[src/aes_pkg.sv]
`default_nettype none

package aes_pkg;

    typedef logic [7:0] aes_byte_t;                 // One state byte
    typedef aes_byte_t [15:0] aes_state_t;          // Byte i at bits 8i+7 down to 8i
    typedef logic [127:0] aes_key_t;                // Round key, same byte placement

    localparam logic [3:0] AES_ROUNDS = 4'd10;      // Last round number for AES-128

    // Forward S-box, indexed by the input byte
    localparam aes_byte_t AES_SBOX [0:255] = '{
        8'h63, 8'h7c, 8'h77, 8'h7b, 8'hf2, 8'h6b, 8'h6f, 8'hc5,
        8'h30, 8'h01, 8'h67, 8'h2b, 8'hfe, 8'hd7, 8'hab, 8'h76,
        8'hca, 8'h82, 8'hc9, 8'h7d, 8'hfa, 8'h59, 8'h47, 8'hf0,
        8'had, 8'hd4, 8'ha2, 8'haf, 8'h9c, 8'ha4, 8'h72, 8'hc0,
        8'hb7, 8'hfd, 8'h93, 8'h26, 8'h36, 8'h3f, 8'hf7, 8'hcc,
        8'h34, 8'ha5, 8'he5, 8'hf1, 8'h71, 8'hd8, 8'h31, 8'h15,
        8'h04, 8'hc7, 8'h23, 8'hc3, 8'h18, 8'h96, 8'h05, 8'h9a,
        8'h07, 8'h12, 8'h80, 8'he2, 8'heb, 8'h27, 8'hb2, 8'h75,
        8'h09, 8'h83, 8'h2c, 8'h1a, 8'h1b, 8'h6e, 8'h5a, 8'ha0,
        8'h52, 8'h3b, 8'hd6, 8'hb3, 8'h29, 8'he3, 8'h2f, 8'h84,
        8'h53, 8'hd1, 8'h00, 8'hed, 8'h20, 8'hfc, 8'hb1, 8'h5b,
        8'h6a, 8'hcb, 8'hbe, 8'h39, 8'h4a, 8'h4c, 8'h58, 8'hcf,
        8'hd0, 8'hef, 8'haa, 8'hfb, 8'h43, 8'h4d, 8'h33, 8'h85,
        8'h45, 8'hf9, 8'h02, 8'h7f, 8'h50, 8'h3c, 8'h9f, 8'ha8,
        8'h51, 8'ha3, 8'h40, 8'h8f, 8'h92, 8'h9d, 8'h38, 8'hf5,
        8'hbc, 8'hb6, 8'hda, 8'h21, 8'h10, 8'hff, 8'hf3, 8'hd2,
        8'hcd, 8'h0c, 8'h13, 8'hec, 8'h5f, 8'h97, 8'h44, 8'h17,
        8'hc4, 8'ha7, 8'h7e, 8'h3d, 8'h64, 8'h5d, 8'h19, 8'h73,
        8'h60, 8'h81, 8'h4f, 8'hdc, 8'h22, 8'h2a, 8'h90, 8'h88,
        8'h46, 8'hee, 8'hb8, 8'h14, 8'hde, 8'h5e, 8'h0b, 8'hdb,
        8'he0, 8'h32, 8'h3a, 8'h0a, 8'h49, 8'h06, 8'h24, 8'h5c,
        8'hc2, 8'hd3, 8'hac, 8'h62, 8'h91, 8'h95, 8'he4, 8'h79,
        8'he7, 8'hc8, 8'h37, 8'h6d, 8'h8d, 8'hd5, 8'h4e, 8'ha9,
        8'h6c, 8'h56, 8'hf4, 8'hea, 8'h65, 8'h7a, 8'hae, 8'h08,
        8'hba, 8'h78, 8'h25, 8'h2e, 8'h1c, 8'ha6, 8'hb4, 8'hc6,
        8'he8, 8'hdd, 8'h74, 8'h1f, 8'h4b, 8'hbd, 8'h8b, 8'h8a,
        8'h70, 8'h3e, 8'hb5, 8'h66, 8'h48, 8'h03, 8'hf6, 8'h0e,
        8'h61, 8'h35, 8'h57, 8'hb9, 8'h86, 8'hc1, 8'h1d, 8'h9e,
        8'he1, 8'hf8, 8'h98, 8'h11, 8'h69, 8'hd9, 8'h8e, 8'h94,
        8'h9b, 8'h1e, 8'h87, 8'he9, 8'hce, 8'h55, 8'h28, 8'hdf,
        8'h8c, 8'ha1, 8'h89, 8'h0d, 8'hbf, 8'he6, 8'h42, 8'h68,
        8'h41, 8'h99, 8'h2d, 8'h0f, 8'hb0, 8'h54, 8'hbb, 8'h16
    };

    // Round constants for rounds 1 to 10
    localparam aes_byte_t AES_RCON [0:9] = '{
        8'h01, 8'h02, 8'h04, 8'h08, 8'h10,
        8'h20, 8'h40, 8'h80, 8'h1b, 8'h36
    };

    typedef enum logic [1:0] {
        IDLE,                                       // Waiting for a start
        LOAD,                                       // Initial key addition
        RUN,                                        // One cipher round per clock
        DONE                                        // Result stable
    } aes_run_e;

    typedef enum logic [3:0] {
        KEY0    = 4'd0,
        KEY1    = 4'd1,
        KEY2    = 4'd2,
        KEY3    = 4'd3,
        TEXT0   = 4'd4,
        TEXT1   = 4'd5,
        TEXT2   = 4'd6,
        TEXT3   = 4'd7,
        CTRL    = 4'd8,                             // Bit 0 starts a run
        STATUS  = 4'd9,                             // Bit 0 busy, bit 1 done
        RESULT0 = 4'd10,
        RESULT1 = 4'd11,
        RESULT2 = 4'd12,
        RESULT3 = 4'd13
    } aes_reg_e;

endpackage

`default_nettype wire

[src/aes_round_if.sv]
`timescale 1ns/1ps
`default_nettype none

interface aes_round_if;
    import aes_pkg::*;

    logic       load;                               // Load text and key this cycle
    logic       step;                               // Run one cipher round this cycle
    logic       last;                               // Current round is the final one
    logic [3:0] round;                              // Round number, 0 when idle
    aes_key_t   round_key;                          // Key for this cycle's register update

    // Controller owns load and step, the counter owns round and last
    modport ctrl (output load, output step, output round, output last);
    modport key  (input load, input step, input round, output round_key);
    modport data (input load, input step, input last, input round_key);

endinterface

`default_nettype wire

[src/aes_key_expand.sv]
`timescale 1ns/1ps
`default_nettype none

module aes_key_expand (
    input  logic              clk,
    input  logic              resetn,
    input  aes_pkg::aes_key_t key,                  // Cipher key from the staging registers
    aes_round_if.key          rnd
);
    import aes_pkg::*;

    aes_key_t    key_q;                             // Key of the round just finished
    aes_key_t    key_n;                             // Key of the next round
    logic [31:0] sub_w;                             // RotWord and SubWord of the last word
    aes_byte_t   rcon;

    always_comb
    begin
        if (rnd.round inside {[4'd1 : AES_ROUNDS]})
        begin
            rcon = AES_RCON[rnd.round - 4'd1];
        end
        else
        begin
            rcon = 8'h00;
        end

        for (int r = 0; r < 4; r++)
        begin
            sub_w[8 * r +: 8] = AES_SBOX[key_q[96 + 8 * ((r + 1) % 4) +: 8]];  // Rotate by one byte
        end

        key_n[31:0] = key_q[31:0] ^ sub_w ^ {24'h0, rcon};   // Rcon only hits the first byte
        for (int c = 1; c < 4; c++)
        begin
            key_n[32 * c +: 32] = key_q[32 * c +: 32] ^ key_n[32 * (c - 1) +: 32];  // XOR chain
        end
    end

    assign rnd.round_key = rnd.load ? key : key_n;  // Same value the register takes

    always_ff @(posedge clk or negedge resetn)
    begin
        if (!resetn)
        begin
            key_q <= '0;
        end
        else if (rnd.load || rnd.step)
        begin
            key_q <= rnd.round_key;
        end
    end

endmodule

`default_nettype wire

[src/flat_wrapper.sv]
// flat-port wrapper written by rule: the top's interface ports become plain ports
module aes_key_expand_flat import aes_pkg::*;
  (clk, resetn, key, rnd_load, rnd_step, rnd_round, rnd_round_key);
  aes_round_if rnd_i ();
  input  logic clk;
  input  logic resetn;
  input  aes_pkg::aes_key_t key;
  input wire logic [$bits(rnd_i.load)-1:0] rnd_load;
  input wire logic [$bits(rnd_i.step)-1:0] rnd_step;
  input wire logic [$bits(rnd_i.round)-1:0] rnd_round;
  output wire logic [$bits(rnd_i.round_key)-1:0] rnd_round_key;
  assign rnd_i.load = rnd_load;
  assign rnd_i.step = rnd_step;
  assign rnd_i.round = rnd_round;
  assign rnd_round_key = rnd_i.round_key;
  aes_key_expand u_core (.clk(clk), .resetn(resetn), .key(key), .rnd(rnd_i));
endmodule
[config.mk]
export PLATFORM = sky130hd
export DESIGN_NAME = aes_key_expand_flat
export DESIGN_NICKNAME = d
export VERILOG_FILES = /design/src/aes_pkg.sv /design/src/aes_round_if.sv /design/src/aes_key_expand.sv /design/src/flat_wrapper.sv
export SDC_FILE = /design/constraint.sdc
export NUM_CORES = 1
export LEC_CHECK = 0
export BUFFER_PORTS_ARGS = -buffer_cell sky130_fd_sc_hd__buf_2
export CAP_MARGIN = 30
export CELL_PAD_IN_SITES_DETAIL_PLACEMENT = 0
export CELL_PAD_IN_SITES_GLOBAL_PLACEMENT = 1
export CORE_MARGIN = 3
export CORE_UTILIZATION = 25
export DETAILED_ROUTE_END_ITERATION = 6
export PLACE_DENSITY = 0.63
export RECOVER_POWER = 50
export SYNTH_ARGS = -nofsm -noshare
export SYNTH_HDL_FRONTEND = slang
export SYNTH_SLANG_ARGS = --single-unit
[constraint.sdc]
create_clock -name clk -period 6.4 [get_ports clk]
set_clock_uncertainty 0.15 [all_clocks]
set_input_delay 0.96 -clock clk [delete_from_list [all_inputs] [get_ports clk]]
set_output_delay 0.96 -clock clk [all_outputs]
set_load 0.01 [all_outputs]
==> metrics <==
Sink Count=128; initial antenna violation count=2; proportion of layout cells with a drive suffix above 1=18.5%; worst hold slack=0.345 ns; post-placement cell area=0.0260 sq mm; number of nets still failing antenna checks after routing=0; critical-path cell with the highest stage delay=clkbuf_1; H-tree levels=4; worst r2r path cells=10; post-synthesis compound-gate area fraction=32.4%; root buf cell=clkbuf_16; global placement routability congestion=1.00; I/O pins=264; worst endpoint required time=5.29 ns; crit path DAT=5.08 ns; status=finished, violations left; Final Core Density=28.4%; largest registers in the final layout=u_core.key_q: 128 flops; clock slew at reported path FFs=0.08 ns; Setup crit end kind=primary output; ordered cell list for the critical path=inv_1, clkbuf_1, a21oi_1, o32a_1, mux4_2, a211oi_1, xnor2_1, xnor2_2, nor3_1, a221oi_1, buf_2; maximum buffer depth of the clock tree=2; flops & latches, synth=128; Vias/cell=6.06; final instance area=0.0266 sq mm; Routed WL per cell=26.2 microns; final period utilization=96.7%; synthesized-area fraction occupied by xor and xnor cells=9.16%; CTS tree=done; fillcell total=10.3k; setup repair after global routing missed its margin=no; pin slew with the least headroom to its limit=2.12 ns; gate count after technology mapping=3254; number of warnings printed during yosys synthesis=0; Mapped Avg Cell Area=7.26 sq um; most common cell after layout, fill and taps aside=nand2_1; Final Hold Violating Endpoints=0; synthesized-area fraction occupied by and/or/nand/nor cells=24.6%; wire length of the first global-routing pass=177000 microns; multiplexer share of the synthesized area=8.67%; Total Die Area=0.0982 sq mm; mapped cell area=0.0236 sq mm; via count of the first global-routing pass=26.1k; async set-reset flop share out of synthesis=100%; failing checks=capacitance limit, slew limit; core footprint=0.0935 sq mm; type of the setup path with the least slack=reg2out; synthesized netlist net count=3452; via count of the routed design=27.8k; Port Buffer Count=263; Biggest register=u_core.key_q; remaining routing DRC violations=0; GRT Util Overall=23.4%; R2R setup slack=1.47 ns; maximum clock rate=0.162 GHz; global-route congestion overflow total=0; post-route setup TNS=0 ns; row count=112; total half-perimeter wirelength after legalization and detailed placement=86100 microns; launching element type of the critical path=flip-flop; Max Cap Viol=2; Seq/Total Area, Yosys=13.6%; Iteration-0 DRC Markers=3944; most common flop cell mapped by yosys=dfrtp_1; height of the die=313 microns; insertion delay to the later sink of the worst-skew pair=0.51 ns; worst stage delay on the critical path=0.86 ns; number of buffers created by CTS=17; area added between synthesis and finish=12.4%; Period minus WS final=6.19 ns; max FFs per register=128; normalized max-slew margin=-41.4%; commonest cells after routing, fill and taps aside=nand2_1, buf_2, o21ai_0, nor2_1, a21oi_1; path class of the lowest-slack min-delay path=in2async; number of enable-type register cells in the synthesized netlist=0; sum of routed wire length over all layers=120000 microns; DR pass1 iterations=6; number of library cell types mapped by synthesis=109; largest family of logic cells by synthesized area=compound AO/OA/AOI/OAI gates; highest net fanout along the worst path=20; adder-cell share of the synthesized area=3.33%; Final nets=3517; pin count of the biggest net entering global routing=123; initial cell density of the core=25.3%; chip width=313 microns; Final Max Tran Viols=64; setup violators final=0
[Yosys cell counts (37+ instances only)]
| cell | n | area, sq um |
|---|---|---|
| o21ai_0 | 250 | 1250 |
| or3_1 | 38 | 238 |
| nand2_1 | 293 | 1100 |
| nor2b_1 | 89 | 557 |
| nand3_1 | 95 | 475 |
| clkbuf_1 | 190 | 713 |
| buf_2 | 110 | 551 |
| ha_1 | 62 | 776 |
| dfrtp_1 | 128 | 3200 |
| a211oi_1 | 57 | 428 |
| xor2_1 | 70 | 613 |
| mux2_2 | 63 | 709 |
| nor2_1 | 249 | 935 |
| o211ai_1 | 48 | 360 |
| xnor2_1 | 126 | 1100 |
| a311oi_1 | 37 | 324 |
| a31oi_1 | 78 | 488 |
| inv_1 | 67 | 251 |
| o311ai_0 | 42 | 368 |
| nor3_1 | 104 | 521 |
| mux4_2 | 40 | 901 |
| mux2i_1 | 39 | 390 |
| nand2b_1 | 110 | 688 |
| a21oi_1 | 185 | 926 |
[area by class of cell]
cell class	count	area (sq um)	share of cell area [%]
antenna	1	2.50	0.00942
inverter	76	295	1.11
tap	1254	1570	5.91
multi-input combinational	2689	18400	69.3
timing repair buffer	407	2460	9.28
clock inverter	15	160	0.603
clock buffer	17	425	1.60
sequential	128	3230	12.2
[cell families (layout without fill, tap and decap cells)]
logic type | Yosys count | after routing
compound gates | 1093 | 1093
fa+ha+maj | 63 | 63
xor+xnor | 220 | 220
mux | 146 | 146
other cells | 0 | 1
simple gates | 1167 | 1167
buf+inv | 437 | 515
flops | 128 | 128
[critical path, delay by kind of cell (launching register included)]
kind	cells	cell delay, ns
buf+inv	3	1.53
xor+xnor	2	0.74
simple gates	1	0.08
flops	1	0.43
mux	1	0.45
compound gates	4	1.32
[metrics by stage]
stage | worst slack, ns | cells
2_1_floorplan | 1.33 | 3254
6_report | 0.212 | 4587
4_1_cts | 0.0637 | 4585
5_1_grt | 0.102 | 4586
3_5_place_dp | 0.687 | 4553
3_3_place_gp | 0.524 | 4552
[path summary, 6_finish.rpt]
| path | start | endpoint |
|---|---|---|
| worst max-delay path | u_core.key_q[98] | rnd_round_key[124] |
| worst min-delay path | resetn | u_core.key_q[8] |
| worst max register to register | u_core.key_q[114] | u_core.key_q[109] |
| worst min register to register | u_core.key_q[27] | u_core.key_q[27] |
| max in group asynchronous | resetn | u_core.key_q[123] |
| min in group clk | u_core.key_q[27] | u_core.key_q[27] |
[per-layer routing]
layer	GRT usage [%]	share of wire (%)
met1	32.1	42
met2	34.3	42
met3	5.81	11
met4	10.5	5.0
met5	0	0
[timing repair]
item / in CTS / in global routing
setup endpoints to repair: 0 / 2
hold buffers: 0 / 0
gates resized for setup: 0 / 1
buffers inserted: 0 / 1
Power is left out: the tool's default activity adds up to more than one toggle a clock period on the data nets, which glitch-free logic cannot reach.
