`src/aes_pkg.sv`:
```
`default_nettype none

package aes_pkg;

    typedef logic [7:0] aes_byte_t;                 // One state byte
    typedef aes_byte_t [15:0] aes_state_t;          // Byte i at bits 8i+7 down to 8i
    typedef logic [127:0] aes_key_t;                // Round key, same byte placement

    localparam logic [3:0] AES_ROUNDS = 4'd10;      // Last round number for AES-128

    // Forward S-box, indexed by the input byte
    localparam aes_byte_t AES_SBOX [0:255] = '{
        8'h63, 8'h7c, 8'h77, 8'h7b, 8'hf2, 8'h6b, 8'h6f, 8'hc5,
        8'h30, 8'h01, 8'h67, 8'h2b, 8'hfe, 8'hd7, 8'hab, 8'h76,
        8'hca, 8'h82, 8'hc9, 8'h7d, 8'hfa, 8'h59, 8'h47, 8'hf0,
        8'had, 8'hd4, 8'ha2, 8'haf, 8'h9c, 8'ha4, 8'h72, 8'hc0,
        8'hb7, 8'hfd, 8'h93, 8'h26, 8'h36, 8'h3f, 8'hf7, 8'hcc,
        8'h34, 8'ha5, 8'he5, 8'hf1, 8'h71, 8'hd8, 8'h31, 8'h15,
        8'h04, 8'hc7, 8'h23, 8'hc3, 8'h18, 8'h96, 8'h05, 8'h9a,
        8'h07, 8'h12, 8'h80, 8'he2, 8'heb, 8'h27, 8'hb2, 8'h75,
        8'h09, 8'h83, 8'h2c, 8'h1a, 8'h1b, 8'h6e, 8'h5a, 8'ha0,
        8'h52, 8'h3b, 8'hd6, 8'hb3, 8'h29, 8'he3, 8'h2f, 8'h84,
        8'h53, 8'hd1, 8'h00, 8'hed, 8'h20, 8'hfc, 8'hb1, 8'h5b,
        8'h6a, 8'hcb, 8'hbe, 8'h39, 8'h4a, 8'h4c, 8'h58, 8'hcf,
        8'hd0, 8'hef, 8'haa, 8'hfb, 8'h43, 8'h4d, 8'h33, 8'h85,
        8'h45, 8'hf9, 8'h02, 8'h7f, 8'h50, 8'h3c, 8'h9f, 8'ha8,
        8'h51, 8'ha3, 8'h40, 8'h8f, 8'h92, 8'h9d, 8'h38, 8'hf5,
        8'hbc, 8'hb6, 8'hda, 8'h21, 8'h10, 8'hff, 8'hf3, 8'hd2,
        8'hcd, 8'h0c, 8'h13, 8'hec, 8'h5f, 8'h97, 8'h44, 8'h17,
        8'hc4, 8'ha7, 8'h7e, 8'h3d, 8'h64, 8'h5d, 8'h19, 8'h73,
        8'h60, 8'h81, 8'h4f, 8'hdc, 8'h22, 8'h2a, 8'h90, 8'h88,
        8'h46, 8'hee, 8'hb8, 8'h14, 8'hde, 8'h5e, 8'h0b, 8'hdb,
        8'he0, 8'h32, 8'h3a, 8'h0a, 8'h49, 8'h06, 8'h24, 8'h5c,
        8'hc2, 8'hd3, 8'hac, 8'h62, 8'h91, 8'h95, 8'he4, 8'h79,
        8'he7, 8'hc8, 8'h37, 8'h6d, 8'h8d, 8'hd5, 8'h4e, 8'ha9,
        8'h6c, 8'h56, 8'hf4, 8'hea, 8'h65, 8'h7a, 8'hae, 8'h08,
        8'hba, 8'h78, 8'h25, 8'h2e, 8'h1c, 8'ha6, 8'hb4, 8'hc6,
        8'he8, 8'hdd, 8'h74, 8'h1f, 8'h4b, 8'hbd, 8'h8b, 8'h8a,
        8'h70, 8'h3e, 8'hb5, 8'h66, 8'h48, 8'h03, 8'hf6, 8'h0e,
        8'h61, 8'h35, 8'h57, 8'hb9, 8'h86, 8'hc1, 8'h1d, 8'h9e,
        8'he1, 8'hf8, 8'h98, 8'h11, 8'h69, 8'hd9, 8'h8e, 8'h94,
        8'h9b, 8'h1e, 8'h87, 8'he9, 8'hce, 8'h55, 8'h28, 8'hdf,
        8'h8c, 8'ha1, 8'h89, 8'h0d, 8'hbf, 8'he6, 8'h42, 8'h68,
        8'h41, 8'h99, 8'h2d, 8'h0f, 8'hb0, 8'h54, 8'hbb, 8'h16
    };

    // Round constants for rounds 1 to 10
    localparam aes_byte_t AES_RCON [0:9] = '{
        8'h01, 8'h02, 8'h04, 8'h08, 8'h10,
        8'h20, 8'h40, 8'h80, 8'h1b, 8'h36
    };

    typedef enum logic [1:0] {
        IDLE,                                       // Waiting for a start
        LOAD,                                       // Initial key addition
        RUN,                                        // One cipher round per clock
        DONE                                        // Result stable
    } aes_run_e;

    typedef enum logic [3:0] {
        KEY0    = 4'd0,
        KEY1    = 4'd1,
        KEY2    = 4'd2,
        KEY3    = 4'd3,
        TEXT0   = 4'd4,
        TEXT1   = 4'd5,
        TEXT2   = 4'd6,
        TEXT3   = 4'd7,
        CTRL    = 4'd8,                             // Bit 0 starts a run
        STATUS  = 4'd9,                             // Bit 0 busy, bit 1 done
        RESULT0 = 4'd10,
        RESULT1 = 4'd11,
        RESULT2 = 4'd12,
        RESULT3 = 4'd13
    } aes_reg_e;

endpackage

`default_nettype wire

```
`src/aes_round_if.sv`:
```
`timescale 1ns/1ps
`default_nettype none

interface aes_round_if;
    import aes_pkg::*;

    logic       load;                               // Load text and key this cycle
    logic       step;                               // Run one cipher round this cycle
    logic       last;                               // Current round is the final one
    logic [3:0] round;                              // Round number, 0 when idle
    aes_key_t   round_key;                          // Key for this cycle's register update

    // Controller owns load and step, the counter owns round and last
    modport ctrl (output load, output step, output round, output last);
    modport key  (input load, input step, input round, output round_key);
    modport data (input load, input step, input last, input round_key);

endinterface

`default_nettype wire

```
`src/aes_add_round_key.sv`:
```
`timescale 1ns/1ps
`default_nettype none

module aes_add_round_key (
    input  aes_pkg::aes_state_t p,                  // Row-ordered state
    input  aes_pkg::aes_key_t   k,                  // Row-ordered round key
    output aes_pkg::aes_state_t o                   // Column-ordered result
);

    always_comb
    begin
        for (int i = 0; i < 16; i++)
        begin
            o[4 * (i % 4) + i / 4] = p[i] ^ k[8 * i +: 8];   // Row r col c lands at 4c+r
        end
    end

endmodule

`default_nettype wire

```
`src/aes_round_datapath.sv`:
```
`timescale 1ns/1ps
`default_nettype none

module aes_round_datapath (
    input  logic                clk,
    input  logic                resetn,
    aes_round_if.data           rnd,
    input  aes_pkg::aes_state_t text,               // Staged plaintext, column order
    output aes_pkg::aes_state_t state               // Cipher state register, column order
);
    import aes_pkg::*;

    aes_byte_t  shift_b [4][4];                     // [row][col] after SubBytes and ShiftRows
    aes_byte_t  mix_b   [4][4];                     // [row][col] after MixColumns
    aes_state_t row_st;                             // Round result in row order
    aes_key_t   key_row;                            // Round key transposed to row order
    aes_state_t ark_o;

    // Multiply by x in GF(2^8)
    function automatic aes_byte_t xtime(aes_byte_t b);
        return {b[6:0], 1'b0} ^ (b[7] ? 8'h1b : 8'h00);
    endfunction

    always_comb
    begin
        for (int r = 0; r < 4; r++)
        begin
            for (int c = 0; c < 4; c++)
            begin
                shift_b[r][c] = AES_SBOX[state[4 * ((c + r) % 4) + r]];  // Row r rotates left by r
            end
        end
    end

    always_comb
    begin
        for (int r = 0; r < 4; r++)
        begin
            for (int c = 0; c < 4; c++)
            begin
                mix_b[r][c] = xtime(shift_b[r][c])
                            ^ xtime(shift_b[(r + 1) % 4][c]) ^ shift_b[(r + 1) % 4][c]
                            ^ shift_b[(r + 2) % 4][c]
                            ^ shift_b[(r + 3) % 4][c];                // 2a ^ 3b ^ c ^ d
                row_st[4 * r + c] = rnd.last ? shift_b[r][c] : mix_b[r][c];  // No mix in round 10
                key_row[8 * (4 * r + c) +: 8] = rnd.round_key[8 * (4 * c + r) +: 8];
            end
        end
    end

    aes_add_round_key u_ark (
        .p (row_st),
        .k (key_row),
        .o (ark_o)
    );

    always_ff @(posedge clk or negedge resetn)
    begin
        if (!resetn)
        begin
            state <= '0;
        end
        else if (rnd.load)
        begin
            state <= text ^ rnd.round_key;          // Round 0, both already column order
        end
        else if (rnd.step)
        begin
            state <= ark_o;
        end
    end

endmodule

`default_nettype wire

```
`src/flat_wrapper.sv`:
```
// flat-port wrapper written by rule: the top's interface ports become plain ports
module aes_round_datapath_flat import aes_pkg::*;
  (clk, resetn, text, state, rnd_load, rnd_step, rnd_last, rnd_round_key);
  aes_round_if rnd_i ();
  input  logic clk;
  input  logic resetn;
  input  aes_pkg::aes_state_t text;
  output aes_pkg::aes_state_t state;
  input wire logic [$bits(rnd_i.load)-1:0] rnd_load;
  input wire logic [$bits(rnd_i.step)-1:0] rnd_step;
  input wire logic [$bits(rnd_i.last)-1:0] rnd_last;
  input wire logic [$bits(rnd_i.round_key)-1:0] rnd_round_key;
  assign rnd_i.load = rnd_load;
  assign rnd_i.step = rnd_step;
  assign rnd_i.last = rnd_last;
  assign rnd_i.round_key = rnd_round_key;
  aes_round_datapath u_core (.clk(clk), .resetn(resetn), .rnd(rnd_i), .text(text), .state(state));
endmodule
```
`config.mk`:
```
export PLATFORM = sky130hd
export DESIGN_NAME = aes_round_datapath_flat
export DESIGN_NICKNAME = d
export VERILOG_FILES = /design/src/aes_pkg.sv /design/src/aes_round_if.sv /design/src/aes_add_round_key.sv /design/src/aes_round_datapath.sv /design/src/flat_wrapper.sv
export SDC_FILE = /design/constraint.sdc
export NUM_CORES = 2
export LEC_CHECK = 0
export ABC_AREA = 1
export BUFFER_PORTS_ARGS = -buffer_cell sky130_fd_sc_hd__buf_2
export CAP_MARGIN = 20
export CELL_PAD_IN_SITES_DETAIL_PLACEMENT = 0
export CELL_PAD_IN_SITES_GLOBAL_PLACEMENT = 2
export CORE_MARGIN = 2
export CORE_UTILIZATION = 31
export CTS_CLUSTER_SIZE = 20
export DETAILED_ROUTE_END_ITERATION = 10
export HOLD_SLACK_MARGIN = 0.12
export PLACE_DENSITY = 0.81
export SLEW_MARGIN = 20
export SYNTH_ARGS = -nofsm -noshare
export SYNTH_HDL_FRONTEND = slang
export SYNTH_SLANG_ARGS = --single-unit
```
`constraint.sdc`:
```
create_clock -name clk -period 4 [get_ports clk]
set_clock_uncertainty 0.05 [all_clocks]
set_input_delay 0.6 -clock clk [delete_from_list [all_inputs] [get_ports clk]]
set_output_delay 0.6 -clock clk [all_outputs]
set_load 0.05 [all_outputs]
```
==> impl_metrics.yaml <==
yosys:
  synth_adder_area_share_pct: 4.18
  synth_nets: 14800
  ys_seq_elements: 128
  synth_xor_xnor_area_share_pct: 0.128
  synth_cells: 14300
  async_reset_ff_share_pct: 100
  synth-simple-area-share_pct: 69.1
  synthesis.area_um2: 67300
  synth_edf_count: 0
  synth.distinct_cells: 48
  synth-compound-area-share_pct: 10.9
  avgSynthCellArea_um2: 4.70
  yosys_warnings: 0
  synthMuxAreaShare_pct: 0
  synth_top_family_by_area: "simple AND/OR/NAND/NOR gates"
  ys_seq_area_share_pct: 4.76
  dominantRegCellSynth: "dfrtp_1"
placement:
  io_buffers: 388
  gp_congestion: 1.07
  place_inst: 17700
  dp_hpwl_um: 361000
  placed_cell_area_um2: 77800
critical_path:
  arrival_ns: 4.25
  crit_required_ns: 4.41
  critPathMostFrequentCell: "nand2_1"
  rr_worst_depth: 23
  path_class: "reg2reg"
  critPathMaxStageDelay_ns: 0.48
  reg2reg_slack_ns: 0.16
  crit_slowest_cell: "dfrtp_2"
  r2r-start: "u_core.state[83]"
  crit_path_start_kind: "flip-flop"
  crit_fanout: 64
  cp_cell_sequence: "buf_12 -> nand2_1 -> nand2_1 -> nand2_1 -> o21ai_0 -> o21ai_1 -> nand2_1 -> nand2_1 -> nand2_1 -> nand2_1 -> nand2_1 -> nand2_1 -> buf_4 -> nand3_1 -> nand2_1 -> nand2_1 -> nand3_1 -> nand2_1 -> buf_12 -> nand2_1 -> nand2_1 -> nand3_1 -> nand2_1"
  critPathCaptureType: "flip-flop"
  r2r-end: "u_core.state[19]"
cts:
  cts.sinks: 128
  clk_pin_slew_ns: 0.11
  clk_path_buf_depth: 2
  clkLatencyLatePin_ns: 0.61
  h-tree-depth: 4
  cts_made_buffers: 17
  cts_tree: "built"
  clockRootBuffer: "clkbuf_16"
die:
  die_height_um: 470
  pin_count: 389
  num_rows: 171
  start_util_pct: 31.1
  die_area_um2: 221000
  core-area_um2: 217000
  die_w_um: 470
final_layout:
  fin_util_pct: 36.4
  largest_reg_flops: 128
  regMostFlops: "u_core.state"
  largest_registers: "u_core.state: 128 flops"
  fin_cells: 17800
  nNetsFinal: 15400
  final_cell_area_um2: 78800
  syn_to_final_growth_pct: 17.0
  n_fill_cell: 25800
  drive_gt1_share_pct: 12.3
sta:
  finalHoldViolations: 0
  setup_viol_count_final: 0
  relSlewSlack_pct: 24.3
  finalCriticalPeriod_ns: 3.84
  drv_slew: 0
  post-route-period-util_pct: 96.0
  max_freq_mhz: 260
  worst_slew_pin_slew_ns: 1.14
  hold_slack_ns: 0.238
detailed_routing:
  dr.max_layer_used: "met5"
  postRouteAntennaNets: 0
  post-route-drc-count: 0
  dr_wl_met2_um: 198000
  routed_wl_um: 464000
  drt_first_pass_iters: 9
  routed-wl-met3_um: 43600
  drtIter0Drc: 15900
  route.vias.total: 104000
  viasPerCell: 5.87
  wl_met1_um: 193000
  wl_per_cell_um: 26.1
status:
  status: "finished clean"
hold_path:
  hold_path.startpoint: "rnd_round_key[3]"
  hold_class: "in2reg"
  min_path_cells: 4
  whs_endpoint: "u_core.state[3]"
global_routing:
  grt_overflow: 0
  grt_max_degree: 94
  antenna_found_initial: 16
  grt_first_pass_wirelength_um: 671000
  grt_pass1_vias: 96000
  globalRouteTotalUtil_pct: 39.9
job:
  max_cap_viol_count: 0
## timing repair
| action | CTS | global route |
|---|---|---|
| hold buffers | 1 | 0 |
| pin swaps | 0 | 1 |
| setup endpoints to repair | 1 | 93 |
| gates resized for setup | 1 | 67 |
| hold endpoints to repair | 28 | 0 |
| setup buffers | 0 | 8 |
## cells in the mapped netlist (2+ instances only)
cell	instances	area share, %
o21ai_0	542	4.0
buf_1	150	0.84
dfrtp_1	128	4.8
or2_2	132	1.2
nor3_1	20	0.15
o22ai_1	17	0.16
clkbuf_2	2	0.015
nor2_2	23	0.21
nand3_1	3796	28
buf_2	328	2.4
buf_4	73	0.81
clkbuf_1	289	1.6
nand4_1	32	0.30
a21o_1	3	0.033
a21boi_1	2	0.022
nand3b_1	14	0.16
nand2_1	6144	34
nand3_2	2	0.030
o21a_1	2	0.022
inv_2	61	0.34
a31oi_1	22	0.20
inv_4	2	0.019
nand2_4	2	0.033
o211ai_1	254	2.8
inv_1	776	4.3
a21oi_2	5	0.065
o21ai_1	68	0.51
a21oi_1	373	2.8
clkinv_1	24	0.13
and3_1	2	0.019
xor2_1	3	0.039
nand2_2	81	0.75
o21bai_1	8	0.089
ha_1	225	4.2
o31ai_1	11	0.12
buf_6	19	0.32
a41oi_1	2	0.026
nor2_1	676	3.8
xnor2_1	5	0.065
## how the worst max path moves through the flow
stage                            startpoint               end  slack [ns]  depth (start not counted)
after floorplan            u_core.state[81]  u_core.state[14]        0.52                         23
after global placement     u_core.state[25]  u_core.state[54]       -0.08                         23
after detailed placement   u_core.state[25]  u_core.state[54]       -0.02                         23
after CTS                 u_core.state[113]  u_core.state[55]       0.001                         23
after global routing        u_core.state[0]   u_core.state[0]       -0.01                         24
final                      u_core.state[83]  u_core.state[19]        0.16                         23
## cells by family after synthesis
kind of cell | Yosys count
buf+inv | 1725
flops | 128
fa+ha+maj | 225
simple gates | 10900
compound gates | 1313
xor+xnor | 9
## critical path: cells and delay by family (launching register included)
kind | cells | cell delay, ns
flops | 1 | 0.48
simple gates | 18 | 2.20
buf+inv | 3 | 0.50
compound gates | 2 | 0.44
## layout by cell type, fill, tap and decap left out, types with 20 or more instances in the layout
cell	n
nand3_1	3794
or2_2	132
nand2_2	108
clkinv_1	23
nor2_2	37
nor3_1	20
o211ai_1	254
a31oi_1	22
inv_1	765
buf_4	894
buf_12	114
dfrtp_2	33
ha_1	219
inv_2	65
a21oi_1	373
nor2_1	660
o21ai_1	68
dfrtp_1	95
buf_2	385
nand2_1	6115
nand4_1	32
o21ai_0	541
## layout make-up
class / count / area (um^2) / area share, %
antenna: 17 / 42.5 / 0.0540
clock buffer: 19 / 453 / 0.575
clock inverter: 13 / 231 / 0.294
inverter: 863 / 3280 / 4.17
multi-input combinational: 12500 / 57000 / 72.4
sequential: 128 / 3240 / 4.12
tap: 2854 / 3570 / 4.53
timing repair buffer: 1395 / 10900 / 13.9
## layer usage
| layer | vias to the layer above | GRT usage (%) |
|---|---|---|
| met3 | 1266 | 6.69 |
| met2 | 6499 | 61.3 |
| met5 | - | 0 |
| li1 | 48300 | - |
| met4 | 16 | 21.3 |
| met1 | 48200 | 53.1 |
## through the flow
step           setup slack (ns)  setup TNS, ns
2_1_floorplan             0.521              0
3_3_place_gp            -0.0825         -0.142
3_5_place_dp            -0.0166        -0.0166
4_1_cts                 0.00128              0
5_1_grt                -0.00995        -0.0157
6_report                  0.159              0
Power is left out: the tool's default activity adds up to more than one toggle a clock period on the data nets, which glitch-free logic cannot reach.
